**config.mk**
```make
export PLATFORM = sky130hd
export DESIGN_NAME = zmips_top
export DESIGN_NICKNAME = d
export VERILOG_FILES = /design/src/zmips_pkg.sv /design/src/zmips_fetch.sv /design/src/zmips_control.sv /design/src/zmips_regfile.sv /design/src/zmips_alu.sv /design/src/zmips_execute.sv /design/src/zmips_top.sv
export SDC_FILE = /design/constraint.sdc
export NUM_CORES = 2
export LEC_CHECK = 0
export ABC_AREA = 0
export BUFFER_PORTS_ARGS = -buffer_cell sky130_fd_sc_hd__buf_4
export CAP_MARGIN = 0
export CORE_MARGIN = 1.5
export CORE_UTILIZATION = 40
export CTS_CLUSTER_SIZE = 20
export DETAILED_ROUTE_END_ITERATION = 10
export SLEW_MARGIN = 10
export SYNTH_ARGS = -nofsm -noshare
export SYNTH_HDL_FRONTEND = slang
export SYNTH_SLANG_ARGS = --single-unit
```
**constraint.sdc**
```tcl
create_clock -name clk -period 11.21 [get_ports clk]
set_input_delay 2.242 -clock clk [delete_from_list [all_inputs] [get_ports clk]]
set_output_delay 2.242 -clock clk [all_outputs]
set_load 0.02 [all_outputs]
```
**src/zmips_pkg.sv**
```systemverilog
// Shared definitions for the zmips core
// ISA field widths, format and branch condition codes
// ALU operation codes and the instruction word union
`default_nettype none

package zmips_pkg;

    localparam int XLEN     = 32;   // Word width
    localparam int REG_AW   = 5;    // Register index width
    localparam int NUM_REGS = 32;
    localparam int IMM_W    = 26;   // I-format immediate width
    localparam int PC_STEP  = 4;    // One word per fetch

    // Instruction bits 31:30, values 0x are R-format (incl. immediate load)
    localparam logic [1:0] FMT_I = 2'b10;
    localparam logic [1:0] FMT_J = 2'b11;

    // Branch condition codes
    localparam logic [1:0] CC_Z      = 2'd0;
    localparam logic [1:0] CC_C      = 2'd1;
    localparam logic [1:0] CC_N      = 2'd2;
    localparam logic [1:0] CC_ALWAYS = 2'd3;

    localparam logic [XLEN-1:0] NOP_WORD = '0;

    typedef logic [3:0] alu_op_t;

    // Bit 3 selects the shifter, low bits come from funct[5:3]
    localparam alu_op_t ALU_PASS = 4'b0000;
    localparam alu_op_t ALU_AND  = 4'b0001;
    localparam alu_op_t ALU_OR   = 4'b0010;
    localparam alu_op_t ALU_XOR  = 4'b0011;
    localparam alu_op_t ALU_ADD  = 4'b0100;
    localparam alu_op_t ALU_SUB  = 4'b0101;
    localparam alu_op_t ALU_SLL  = 4'b1000;
    localparam alu_op_t ALU_SRL  = 4'b1010;
    localparam alu_op_t ALU_SRA  = 4'b1011;

    // One instruction word seen as each of the three formats
    typedef union packed {
        struct packed {
            logic [5:0]        op;      // 26 = shift, 28 = write, 29 = store, 30 = imm load
            logic [REG_AW-1:0] rs;
            logic [REG_AW-1:0] rt;
            logic [REG_AW-1:0] rd;
            logic [REG_AW-1:0] shamt;
            logic [5:0]        funct;   // 5:3 ALU code, 2:0 N/C/Z update enables
        } r_fmt;
        struct packed {
            logic [3:0]       op;       // Bit 29 selects branch on set
            logic [1:0]       cc;
            logic [IMM_W-1:0] imm;
        } i_fmt;
        struct packed {
            logic [1:0]      op;
            logic [XLEN-3:0] addr;      // Word address of the target
        } j_fmt;
    } instr_u;

endpackage

`default_nettype wire

```
**src/zmips_fetch.sv**
```systemverilog
// Instruction fetch stage
// Program counter with incrementer and redirect load
// IF/ID register, flushed to NOP behind a branch or jump
`default_nettype none

module zmips_fetch import zmips_pkg::*;
(
    input  logic            clk,
    input  logic            rst,
    input  logic            redirect,      // Load PC from ID
    input  logic [XLEN-1:0] redirect_pc,
    input  logic            squash,        // Replace fetched word with NOP
    input  logic [XLEN-1:0] i_data,
    output logic [XLEN-1:0] i_addr,
    output instr_u          id_instr,
    output logic [XLEN-1:0] id_pc
);

    logic [XLEN-1:0] pc;
    logic [XLEN-1:0] pc_next;

    assign pc_next = redirect ? redirect_pc : pc + XLEN'(PC_STEP);
    assign i_addr  = pc;                    // Memory answers in the same cycle

    always_ff @(posedge clk)
    begin
        if (rst)
        begin
            pc       <= '0;
            id_instr <= NOP_WORD;
        end
        else
        begin
            pc       <= pc_next;
            id_instr <= squash ? NOP_WORD : i_data;    // No delay slot
        end
    end

    // Fetch address travels with the word, branch base in ID
    always_ff @(posedge clk)
    begin
        id_pc <= pc;
    end

endmodule

`default_nettype wire

```
**src/zmips_control.sv**
```systemverilog
// Central controller in the decode stage
// Format decode, branch decision on forwarded flags, redirect target
// ID/EX control register
`default_nettype none

module zmips_control import zmips_pkg::*;
(
    input  logic            clk,
    input  logic            rst,
    input  instr_u          id_instr,
    input  logic [XLEN-1:0] id_pc,
    input  logic            flag_z,
    input  logic            flag_c,
    input  logic            flag_n,
    input  logic            ex_z,          // Live ALU flags of the word in EX
    input  logic            ex_c,
    input  logic            ex_n,
    output logic            redirect,
    output logic [XLEN-1:0] redirect_pc,
    output logic            squash,
    output alu_op_t         ex_alu_op,
    output logic            ex_use_imm,
    output logic            ex_wr_reg,
    output logic            ex_store,
    output logic            ex_wr_z,
    output logic            ex_wr_c,
    output logic            ex_wr_n
);

    logic            is_r, is_i, is_j;
    logic            imm_load;
    logic            fz, fc, fn;           // Flags as seen by the branch
    logic            take;
    logic [XLEN-1:0] seq_pc;
    logic [XLEN-1:0] imm_se;
    logic [XLEN-1:0] br_pc;

    // Format from bits 31:30
    assign is_i     = (id_instr.j_fmt.op == FMT_I);
    assign is_j     = (id_instr.j_fmt.op == FMT_J);
    assign is_r     = ~id_instr.j_fmt.op[1];
    assign imm_load = is_r & id_instr.r_fmt.op[4];    // Bit 30

    // Take the EX result when that word updates the flag
    assign fz = ex_wr_z ? ex_z : flag_z;
    assign fc = ex_wr_c ? ex_c : flag_c;
    assign fn = ex_wr_n ? ex_n : flag_n;

    always_comb
    begin
        case (id_instr.i_fmt.cc)
            CC_Z:    take = (fz == id_instr.i_fmt.op[1]);     // Bit 29 is set/clear sense
            CC_C:    take = (fc == id_instr.i_fmt.op[1]);
            CC_N:    take = (fn == id_instr.i_fmt.op[1]);
            default: take = 1'b1;                             // CC_ALWAYS
        endcase
    end

    assign imm_se = {{(XLEN-IMM_W){id_instr.i_fmt.imm[IMM_W-1]}}, id_instr.i_fmt.imm};
    assign seq_pc = id_pc + XLEN'(PC_STEP);
    assign br_pc  = take ? seq_pc + {imm_se[XLEN-3:0], 2'b00} : seq_pc;

    // Branches and jumps always redirect, untaken ones back to PC+4
    assign redirect    = is_i | is_j;
    assign redirect_pc = is_j ? {id_instr.j_fmt.addr, 2'b00} : br_pc;
    assign squash      = redirect;       // One bubble behind every branch or jump

    always_ff @(posedge clk)
    begin
        if (rst || !is_r)                // I and J words do nothing further down
        begin
            ex_alu_op  <= ALU_PASS;
            ex_use_imm <= 1'b0;
            ex_wr_reg  <= 1'b0;
            ex_store   <= 1'b0;
            ex_wr_z    <= 1'b0;
            ex_wr_c    <= 1'b0;
            ex_wr_n    <= 1'b0;
        end
        else
        begin
            ex_alu_op  <= imm_load ? ALU_PASS
                                   : {id_instr.r_fmt.op[0], id_instr.r_fmt.funct[5:3]};
            ex_use_imm <= imm_load;
            ex_wr_reg  <= id_instr.r_fmt.op[2];                           // Bit 28
            ex_store   <= id_instr.r_fmt.op[3] & ~id_instr.r_fmt.op[2];   // Bit 29 only
            ex_wr_z    <= id_instr.r_fmt.funct[0];
            ex_wr_c    <= id_instr.r_fmt.funct[1];
            ex_wr_n    <= id_instr.r_fmt.funct[2];
        end
    end

endmodule

`default_nettype wire

```
**src/zmips_regfile.sv**
```systemverilog
// Register file, 32 words
// Two combinational read ports, one write port
// Write-through bypass so WB data reaches decode in the same cycle
`default_nettype none

module zmips_regfile import zmips_pkg::*;
(
    input  logic              clk,
    input  logic [REG_AW-1:0] rs_addr,
    input  logic [REG_AW-1:0] rt_addr,
    input  logic [REG_AW-1:0] wr_addr,
    input  logic [XLEN-1:0]   wr_data,
    input  logic              wr,
    output logic [XLEN-1:0]   rs_data,
    output logic [XLEN-1:0]   rt_data
);

    logic [XLEN-1:0] regs [NUM_REGS];   // Register 0 is an ordinary register

    always_ff @(posedge clk)
    begin
        if (wr)
        begin
            regs[wr_addr] <= wr_data;
        end
    end

    // Same-address read returns the value being written
    assign rs_data = (wr && wr_addr == rs_addr) ? wr_data : regs[rs_addr];
    assign rt_data = (wr && wr_addr == rt_addr) ? wr_data : regs[rt_addr];

endmodule

`default_nettype wire

```
**src/zmips_alu.sv**
```systemverilog
// ALU for the execute stage
// Logic ops, add and subtract with carry-in, barrel shifter on a
// Zero and carry-out outputs
`default_nettype none

module zmips_alu import zmips_pkg::*;
(
    input  logic [XLEN-1:0]   a,
    input  logic [XLEN-1:0]   b,
    input  alu_op_t           op,
    input  logic [REG_AW-1:0] shamt,
    input  logic              cin,
    output logic [XLEN-1:0]   y,
    output logic              zero,
    output logic              cout
);

    logic            is_sub;
    logic [XLEN-1:0] b_eff;
    logic [XLEN:0]   sum;          // Extra bit holds the carry-out

    // Subtract is a + ~b + cin, so carry out is an inverted borrow
    assign is_sub = (op == ALU_SUB);
    assign b_eff  = is_sub ? ~b : b;
    assign sum    = {1'b0, a} + {1'b0, b_eff} + {{XLEN{1'b0}}, cin};

    always_comb
    begin
        case (op)
            ALU_PASS: y = a;
            ALU_AND:  y = a & b;
            ALU_OR:   y = a | b;
            ALU_XOR:  y = a ^ b;
            ALU_ADD,
            ALU_SUB:  y = sum[XLEN-1:0];
            ALU_SLL:  y = a << shamt;
            ALU_SRL:  y = a >> shamt;
            ALU_SRA:  y = $signed(a) >>> shamt;     // Sign bit fills from the left
            default:  y = a;                        // Unused codes pass a
        endcase
    end

    assign zero = (y == '0);
    assign cout = (op == ALU_ADD || is_sub) ? sum[XLEN] : 1'b0;    // Only adder ops carry

endmodule

`default_nettype wire

```
**src/zmips_execute.sv**
```systemverilog
// Execute, memory and write-back stages
// ID/EX data register, operand forwarding from EX/MEM and MEM/WB
// Flag registers, EX/MEM register with the data port, MEM/WB register
`default_nettype none

module zmips_execute import zmips_pkg::*;
(
    input  logic              clk,
    input  logic              rst,
    input  instr_u            id_instr,
    input  logic [XLEN-1:0]   rs_data,
    input  logic [XLEN-1:0]   rt_data,
    input  alu_op_t           alu_op,       // Already registered in ID/EX
    input  logic              use_imm,
    input  logic              wr_reg,
    input  logic              store,
    input  logic              wr_z,
    input  logic              wr_c,
    input  logic              wr_n,
    output logic              flag_z,
    output logic              flag_c,
    output logic              flag_n,
    output logic              ex_z,
    output logic              ex_c,
    output logic              ex_n,
    output logic [REG_AW-1:0] wb_addr,
    output logic [XLEN-1:0]   wb_data,
    output logic              wb_wr,
    output logic [XLEN-1:0]   d_addr,
    output logic [XLEN-1:0]   d_wdata,
    output logic              d_wr
);

    logic [XLEN-1:0]   ex_rs_val, ex_rt_val, ex_imm;
    logic [REG_AW-1:0] ex_rs, ex_rt, ex_rd, ex_shamt;
    logic [XLEN-1:0]   alu_a, alu_b, alu_y;
    logic [REG_AW-1:0] ex_dest;
    logic              alu_cin;
    logic [XLEN-1:0]   mem_res, mem_data;   // EX/MEM payload
    logic [REG_AW-1:0] mem_dest;
    logic              mem_wr, mem_store;

    // Newest producer wins, EX/MEM before MEM/WB
    function automatic logic [XLEN-1:0] fwd(input logic [REG_AW-1:0] idx,
                                            input logic [XLEN-1:0]   id_val);
        if (mem_wr && mem_dest == idx)
            return mem_res;
        else if (wb_wr && wb_addr == idx)
            return wb_data;
        return id_val;
    endfunction

    always_ff @(posedge clk)
    begin
        ex_rs_val <= rs_data;
        ex_rt_val <= rt_data;
        ex_rs     <= id_instr.r_fmt.rs;
        ex_rt     <= id_instr.r_fmt.rt;
        ex_rd     <= id_instr.r_fmt.rd;
        ex_shamt  <= id_instr.r_fmt.shamt;
        ex_imm    <= {{(XLEN-IMM_W){id_instr.i_fmt.imm[IMM_W-1]}}, id_instr.i_fmt.imm};
    end

    assign alu_a   = use_imm ? ex_imm : fwd(ex_rs, ex_rs_val);
    assign alu_b   = fwd(ex_rt, ex_rt_val);       // Also the store data
    assign ex_dest = use_imm ? '0 : ex_rd;        // Immediate load targets r0
    // Compare needs cin 1, everything else chains through C
    assign alu_cin = (alu_op == ALU_SUB && !wr_reg) ? 1'b1 : flag_c;

    zmips_alu u_alu (
        .a     (alu_a),
        .b     (alu_b),
        .op    (alu_op),
        .shamt (ex_shamt),
        .cin   (alu_cin),
        .y     (alu_y),
        .zero  (ex_z),
        .cout  (ex_c)
    );

    assign ex_n = alu_y[XLEN-1];

    // Flags, each with its own update enable
    always_ff @(posedge clk)
    begin
        if (rst)
        begin
            flag_z <= 1'b0;
            flag_c <= 1'b0;
            flag_n <= 1'b0;
        end
        else
        begin
            if (wr_z) flag_z <= ex_z;
            if (wr_c) flag_c <= ex_c;
            if (wr_n) flag_n <= ex_n;
        end
    end

    always_ff @(posedge clk)
    begin
        mem_res  <= alu_y;
        mem_data <= alu_b;
        mem_dest <= ex_dest;
        wb_data  <= mem_res;                // MEM/WB carries the ALU result
        wb_addr  <= mem_dest;
    end

    always_ff @(posedge clk)
    begin
        if (rst)
        begin
            mem_wr    <= 1'b0;
            mem_store <= 1'b0;
            wb_wr     <= 1'b0;
        end
        else
        begin
            mem_wr    <= wr_reg;
            mem_store <= store;
            wb_wr     <= mem_wr;
        end
    end

    // Data port straight from EX/MEM, no handshake
    assign d_addr  = mem_res;
    assign d_wdata = mem_data;
    assign d_wr    = mem_store;

endmodule

`default_nettype wire

```
**src/zmips_top.sv**
```systemverilog
// zmips core top level
// Fetch, control, register file and execute stages
// Instruction port and store-only data port
`default_nettype none

module zmips_top import zmips_pkg::*;
(
    input  logic            clk,
    input  logic            rst,
    input  logic [XLEN-1:0] i_data,
    output logic [XLEN-1:0] i_addr,
    output logic [XLEN-1:0] d_addr,
    output logic [XLEN-1:0] d_wdata,
    output logic            d_wr
);

    instr_u            id_instr;
    logic [XLEN-1:0]   id_pc;
    logic              redirect, squash;
    logic [XLEN-1:0]   redirect_pc;
    logic [XLEN-1:0]   rs_data, rt_data;
    alu_op_t           ex_alu_op;
    logic              ex_use_imm, ex_wr_reg, ex_store;
    logic              ex_wr_z, ex_wr_c, ex_wr_n;
    logic              flag_z, flag_c, flag_n;
    logic              ex_z, ex_c, ex_n;         // Flags forwarded to the branch
    logic [REG_AW-1:0] wb_addr;
    logic [XLEN-1:0]   wb_data;
    logic              wb_wr;

    zmips_fetch u_fetch (
        .clk, .rst, .redirect, .redirect_pc, .squash,
        .i_data, .i_addr, .id_instr, .id_pc
    );

    zmips_control u_control (
        .clk, .rst, .id_instr, .id_pc,
        .flag_z, .flag_c, .flag_n, .ex_z, .ex_c, .ex_n,
        .redirect, .redirect_pc, .squash,
        .ex_alu_op, .ex_use_imm, .ex_wr_reg, .ex_store,
        .ex_wr_z, .ex_wr_c, .ex_wr_n
    );

    zmips_regfile u_regfile (
        .clk,
        .rs_addr (id_instr.r_fmt.rs),
        .rt_addr (id_instr.r_fmt.rt),
        .wr_addr (wb_addr),
        .wr_data (wb_data),
        .wr      (wb_wr),
        .rs_data, .rt_data
    );

    zmips_execute u_execute (
        .clk, .rst, .id_instr, .rs_data, .rt_data,
        .alu_op (ex_alu_op), .use_imm (ex_use_imm), .wr_reg (ex_wr_reg),
        .store (ex_store), .wr_z (ex_wr_z), .wr_c (ex_wr_c), .wr_n (ex_wr_n),
        .flag_z, .flag_c, .flag_n, .ex_z, .ex_c, .ex_n,
        .wb_addr, .wb_data, .wb_wr, .d_addr, .d_wdata, .d_wr
    );

endmodule

`default_nettype wire

```
# [Yosys cells after proc, flatten, opt, wreduce, memory -nomap -nowiden]
# Memories as Yosys holds them, arrays and structs flattened. A register that Yosys moved wholly into a read port is not among the register bits.
# Cells that the tools add are included.
[op_classes] add_sub_neg=5 multipliers=0 div_mod_pow=0 order_cmp=0 n_eq_ne=19 shift=3 mux=24 bitwise_logic=9 reduce_logical=13
[op_table] operator="2-to-1 mux 32 bit" n=11
[op_table] operator="case mux 32 bit (7 select lines)" n=1
[op_table] operator="adder 32 x 3 -> 32 bit, second input constant" n=2
[op_table] operator="adder 32 x 32 -> 33 bit" n=1
[op_table] operator="adder 33 x 1 -> 33 bit" n=1
[op_table] operator="adder 32 bit" n=1
[op_table] operator="AND 32 bit" n=1
[op_table] operator="logical NOT 32 bit" n=1
[op_table] operator="inverter 32 bit" n=1
[op_table] operator="bitwise OR 32 bit" n=1
[op_table] operator="<< shifter 32 x 5 -> 32 bit" n=1
[op_table] operator=">> shifter 32 x 5 -> 32 bit" n=1
[op_table] operator=">>> shifter 32 x 5 -> 32 bit" n=1
[op_table] operator="XOR 32 bit" n=1
[op_table] operator="equality test 5 bit" n=4
[op_table] operator="equality test 4 bit, second input constant" n=3
[op_table] operator="2-to-1 mux 1 bit" n=11
[op_table] operator="equality test 4 x 2 -> 1 bit, second input constant" n=2
[op_table] operator="equality test 4 x 3 -> 1 bit, second input constant" n=2
[op_table] operator="equality test 2 bit, second input constant" n=3
[op_table] operator="OR reduction 2 bit" n=3
[op_table] operator="logical AND 1 bit" n=5
[op_table] operator="equality test 4 x 1 -> 1 bit, second input constant" n=1
[op_table] operator="equality test 1 bit" n=3
[op_table] operator="8 further kinds" n=11
[word_totals] reg_bits=264 latchBits=0 ram_bits=1024 mem_bits_ro=0 wordCells=100 memories=1
[memory_table] memory="u_regfile.regs" depth=32 word_bits=32 rd=2 rd_clocked_by_memory_dff=2 write_ports=1 line_no="zmips_regfile.sv:18" source="logic [XLEN-1:0] regs [NUM_REGS];"

# [Logic depth before layout (Yosys ltp)]
[depth] ltp_word=17 depth_mapped=35

# [Cells and area by module]
# Synthesis repeated with hierarchy kept, for this count alone.
[unflattened] cells_unflattened=5735 hier_area_um2=71459.8
[by_module_without_submodules] mod="zmips_regfile" instances=1 cells_per_inst=3227 area_each_um2=49749.0
[by_module_without_submodules] mod="zmips_alu" instances=1 cells_per_inst=1219 area_each_um2=9041.2
[by_module_without_submodules] mod="zmips_execute" instances=1 cells_per_inst=512 area_each_um2=6207.2
[by_module_without_submodules] mod="zmips_fetch" instances=1 cells_per_inst=312 area_each_um2=3238.1
[by_module_without_submodules] mod="zmips_control" instances=1 cells_per_inst=465 area_each_um2=3224.3

# [Least setup slack after synthesis]
# OpenSTA, ideal clock, no wires.
[synth_path] kind="flip-flop to flip-flop" from="reg u_execute.ex_imm[16]" to="reg u_fetch.pc[10], in the netlist u_fetch.i_addr[10]" setup_time_ps=112 t_arrival_ps=7980 setup_slack_ps=3117 stages_incl_launch_ff=33 synth_period_minus_slack_ps=8093 cell_sequence="dfxtp_1 > clkbuf_1 > buf_1 > buf_1 > mux4_2 > mux4_2 > nand2_1 > a21oi_1 > a21oi_1 > nor2_1 > a21oi_1 > xnor2_1 > fa_1 > inv_1 > fa_1 > nor2b_1 > o31a_1 > o2111ai_1 > a211o_1 > o21ai_0 > a21oi_1 > o31ai_1 > xor2_1 > a221oi_1 > o21ai_0 > or4_1 > or4_4 > nor3_1 > nor3b_2 > buf_6 > buf_12 > mux2i_1 > a2111oi_1"
[synth_between] elab_chain_cells=11 word_cells_on_any_way=22
[synth_lines] item="start, declared" line_no="zmips_execute.sv:34" source="logic [XLEN-1:0] ex_rs_val, ex_rt_val, ex_imm;"
[synth_lines] item="start signal, assigned" line_no="zmips_execute.sv:61" source="ex_imm <= {{(XLEN-IMM_W){id_instr.i_fmt.imm[IMM_W-1]}}, id_instr.i_fmt.imm};"
[synth_lines] item="2-to-1 mux 32 bit (*)" line_no="zmips_execute.sv:64" source="assign alu_a = use_imm ? ex_imm : fwd(ex_rs, ex_rs_val);"
[synth_lines] item="adder 32 x 32 -> 33 bit" line_no="zmips_alu.sv:25" source="assign sum = {1'b0, a} + {1'b0, b_eff} + {{XLEN{1'b0}}, cin};"
[synth_lines] item="adder 33 x 1 -> 33 bit" line_no="zmips_alu.sv:25"
[synth_lines] item="case mux 32 bit (7 select lines) (*)" line_no="zmips_alu.sv:29" source="case (op)"
[synth_lines] item="named net u_execute.alu_y[28]" line_no="zmips_execute.sv:36" source="logic [XLEN-1:0] alu_a, alu_b, alu_y;"
[synth_lines] item="logical NOT 32 bit (*)" line_no="zmips_alu.sv:43" source="assign zero = (y == '0);"
[synth_lines] item="2-to-1 mux 1 bit (*)"
[synth_lines] item="equality test 1 bit (*)" line_no="zmips_control.sv:52" source="CC_Z: take = (fz == id_instr.i_fmt.op[1]);"
[synth_lines] item="case mux 1 bit (3 select lines) (*)" line_no="zmips_control.sv:51" source="case (id_instr.i_fmt.cc)"
[synth_lines] item="2-to-1 mux 32 bit (*)" line_no="zmips_control.sv:61" source="assign br_pc = take ? seq_pc + {imm_se[XLEN-3:0], 2'b00} : seq_pc;"
[synth_lines] item="2-to-1 mux 32 bit (*)" line_no="zmips_control.sv:65" source="assign redirect_pc = is_j ? {id_instr.j_fmt.addr, 2'b00} : br_pc;"
[synth_lines] item="2-to-1 mux 32 bit (*)" line_no="zmips_fetch.sv:22" source="assign pc_next = redirect ? redirect_pc : pc + XLEN'(PC_STEP);"
[synth_lines] item="end signal, assigned" line_no="zmips_fetch.sv:34" source="pc <= pc_next;"
[synth_lines] item="end, declared" line_no="zmips_fetch.sv:19" source="logic [XLEN-1:0] pc;"
# The timed path passes the listed nets; every way through them passes the cells marked *.
# A chain may end at the register's enable or synchronous reset.

# [Final worst setup path]
[layout_path] from="reg u_execute.ex_imm[23]" to="reg u_fetch.pc[15], in the netlist u_fetch.i_addr[15]"
# Same word-level chain as after synthesis.

==> run summary <==
R2R Path End -> u_fetch.i_addr[15]
Yosys warnings -> 0
Most flop-heavy register -> u_regfile.regs
Power per cell area -> 164 nW/um^2
Total grt overflow -> 0
Layout cells sized above 1 -> 0.221
Yosys cell types -> 107
Die X -> 417 microns
Nets -> 5,432
Starting density of the core -> 0.403
Count of final hold-check violations -> 0
Largest net degree at the start of global routing -> 85
Antenna violations before repair -> 10
First-pass GRT wire length -> 392 mm
Pins Over Slew Limit -> 0
Die area -> 174,000 sq um
Core ar. -> 170,000 sq um
Post-synth top area share -> 0.449
WL/cell -> 37.0 microns
Total Wirelength -> 281 mm
CP max stage cell -> nor3_1
Max Root-Sink Buffers -> 3
Setup CP Type -> register to register
Vias in the first global route -> 50,246
Sequential share of the synthesized area -> 0.521
Synthesized area per cell -> 13.3 sq um
Placed cells -> 7,346
WP data required -> 11,900 ps
Hold path start -> u_fetch.i_addr[0]
Clk root buf -> clkbuf_16
CP Data Arrival Time -> 10,800 ps
Std-Cell Rows -> 151
Routability cong. -> 1.08
CP peak stage delay -> 1060 ps
RSZ-0062 raised after global routing -> no
CTS tree -> done
Synthesis-stage register bit count -> 1,268
Combinational share of power -> 0.189
Netlist Area Pre-Place -> 68,400 sq um
Final period utilization -> 0.902
Post-DP HPWL -> 193 mm
Crit path max fanout -> 84
Clk pwr share -> 0.358
Die height -> 417 microns
Met2 usage -> 0.469
Synth async-reset ratio -> 0
Hold Path Sink -> u_fetch.id_pc[0]
Post-DP Area -> 72,600 sq um
CP startpoint -> u_execute.ex_imm[23]
GRT busiest layer -> met2
Gr usage total -> 0.319
Post-synthesis instance total -> 5,137
Reg power frac -> 0.453
Sw Ratio -> 0.306
Outcome -> finished clean
Fin cells -> 7,593
Sw Pwr -> 3870 uW
Setup TNS Final -> 0 ps
RR Startpoint -> u_execute.ex_imm[23]
Worst skew pair latency -> 800 ps
Cell-internal power -> 8790 uW
Post-layout min period -> 10,110 ps
Setup Skew -> 30.5 ps
R2R depth -> 26
Synth top area cells -> edfxtp_1 45%, mux4_2 15%, dfxtp_1 7.1%
Post-CTS Setup Bufs -> 0
IO Count -> 131
Actual slew at the worst max-slew pin -> 1300 ps
Crit path max-delay family -> compound AO/OA/AOI/OAI gates
# Max-Cap Violations -> 0
Met3 Use GR -> 0.0751
Hold Path Class -> register to register
Clock transition at path regs -> 60 ps
Grt met1 use -> 0.443
Residual DRC -> 0
Maximum vdd drop -> 0.157 mV
Largest register FFs -> 1,024
# hold bufs at CTS -> 0
Post-synth top cells -> 1,024 x edfxtp_1, 449 x mux4_2, 318 x nor2_1
H-tree levels -> 4
Max Clk Rate -> 0.0989 GHz
Vias after detailed routing -> 51,911
Vias/cell -> 6.84
CP dominant cell by count -> o21ai_0
CP Launch Type -> register
Setup crit end kind -> register
Syn_nets -> 5,303
# resized after CTS -> 0
# fillers -> 15,092
CTS buffer count -> 136
Leakage -> 0.0255 uW
Worst slew margin -> 0.130
Post-synth EDFFs -> 1,024
R2R Setup Slk -> 1100 ps
PortBufs -> 130
CP Buf/Inv Count -> 3
Area leader, netlist -> edfxtp_1
Initial DRC Count -> 7,527
Most numerous cell in the Yosys netlist -> edfxtp_1
Setup violations, final -> 0
Final instance area -> 77,100 sq um
DR pass1 iterations -> 6
Antenna Nets Post-Route -> 0
Most used DFF post-synth -> edfxtp_1
Hold path cells -> 0
Area grow syn2layout -> 12.6%
# clock sinks -> 1,268
layer usage:
metal / wire [microns] / vias up
met4: 15800 / 8
li1: - / 20944
met3: 31500 / 676
met2: 121000 / 3605
met5: 55 / -
met1: 112000 / 26678
power groups by stage:
stage	clock, uW	sequential, uW	combinational [uW]
global route	4740	5750	2480
floorplan	0	5780	1290
global placement	0	5830	2300
detailed placement	0	5830	2300
CTS	4570	5730	2310
finish	4540	5740	2390
worst max-delay path by stage:
stage / slack [ps] / cells past startpoint / end
after floorplan: 3120 / 32 / u_fetch.i_addr[10]
after global placement: 1600 / 28 / u_fetch.i_addr[5]
after detailed placement: 1440 / 28 / u_fetch.i_addr[15]
after CTS: 1400 / 28 / u_fetch.i_addr[15]
after global routing: 740 / 28 / u_fetch.i_addr[5]
final: 1100 / 26 / u_fetch.i_addr[15]
cell families (layout without fill, tap and decap cells):
kind of cell | Yosys count | count (layout) | synth area share
compound gates | 1162 | 1162 | 0.121
xor+xnor | 148 | 148 | 0.0189
fa+ha+maj | 132 | 132 | 0.0245
buf+inv | 486 | 719 | 0.0336
flops | 1268 | 1268 | 0.521
mux | 788 | 788 | 0.200
other cells | 0 | 5 | 0
simple gates | 1153 | 1153 | 0.0814
area by class of cell:
cell class	count	area, sq um	share of cell area
repair buffers	360	2880	0.0373
diodes	5	12.5	0.000162
inverters	117	440	0.00572
well taps	2218	2780	0.0360
clock inverters	69	652	0.00846
flip-flops and latches	1268	35700	0.463
multi-input cells	3383	30900	0.401
clock buffers	173	3740	0.0486
through the flow:
| stage | power [uW] | setup WS [ps] | hold slack, ps | util |
|---|---|---|---|---|
| 2_1_floorplan | 7070 | 3120 | 355 | - |
| 3_3_place_gp | 8130 | 1600 | 360 | 0.428 |
| 3_5_place_dp | 8140 | 1440 | 366 | 0.428 |
| 4_1_cts | 12600 | 1400 | 375 | 0.454 |
| 5_1_grt | 13000 | 743 | 380 | 0.454 |
| 6_report | 12700 | 1100 | 375 | 0.454 |
layout by cell type, fill, tap and decap left out, drive strengths merged, types with 19 or more instances in the layout:
master,synthesis,routed
o2111ai,33,33
ha,129,129
inv,113,119
a22oi,163,163
a21o,26,26
nor2,321,321
nand2,293,293
mux2i,315,315
nand2b,21,21
clkinv,4,52
o221ai,34,34
nor2b,42,42
and2,69,69
mux4,458,458
and3,48,48
dfxtp,244,244
o21a,19,19
o31ai,25,25
o21ai,109,109
xor2,30,30
xnor2,118,118
nor3,70,70
edfxtp,1024,1024
nand3,128,128
a21oi,287,287
clkbuf,210,173
o211ai,64,64
nand4,39,39
o22ai,68,68
a221oi,38,38
a31oi,39,39
a211oi,48,48
nor4,35,35
buf,159,360
a2111oi,37,37
Note: power is estimated with default switching activity, not from simulation.
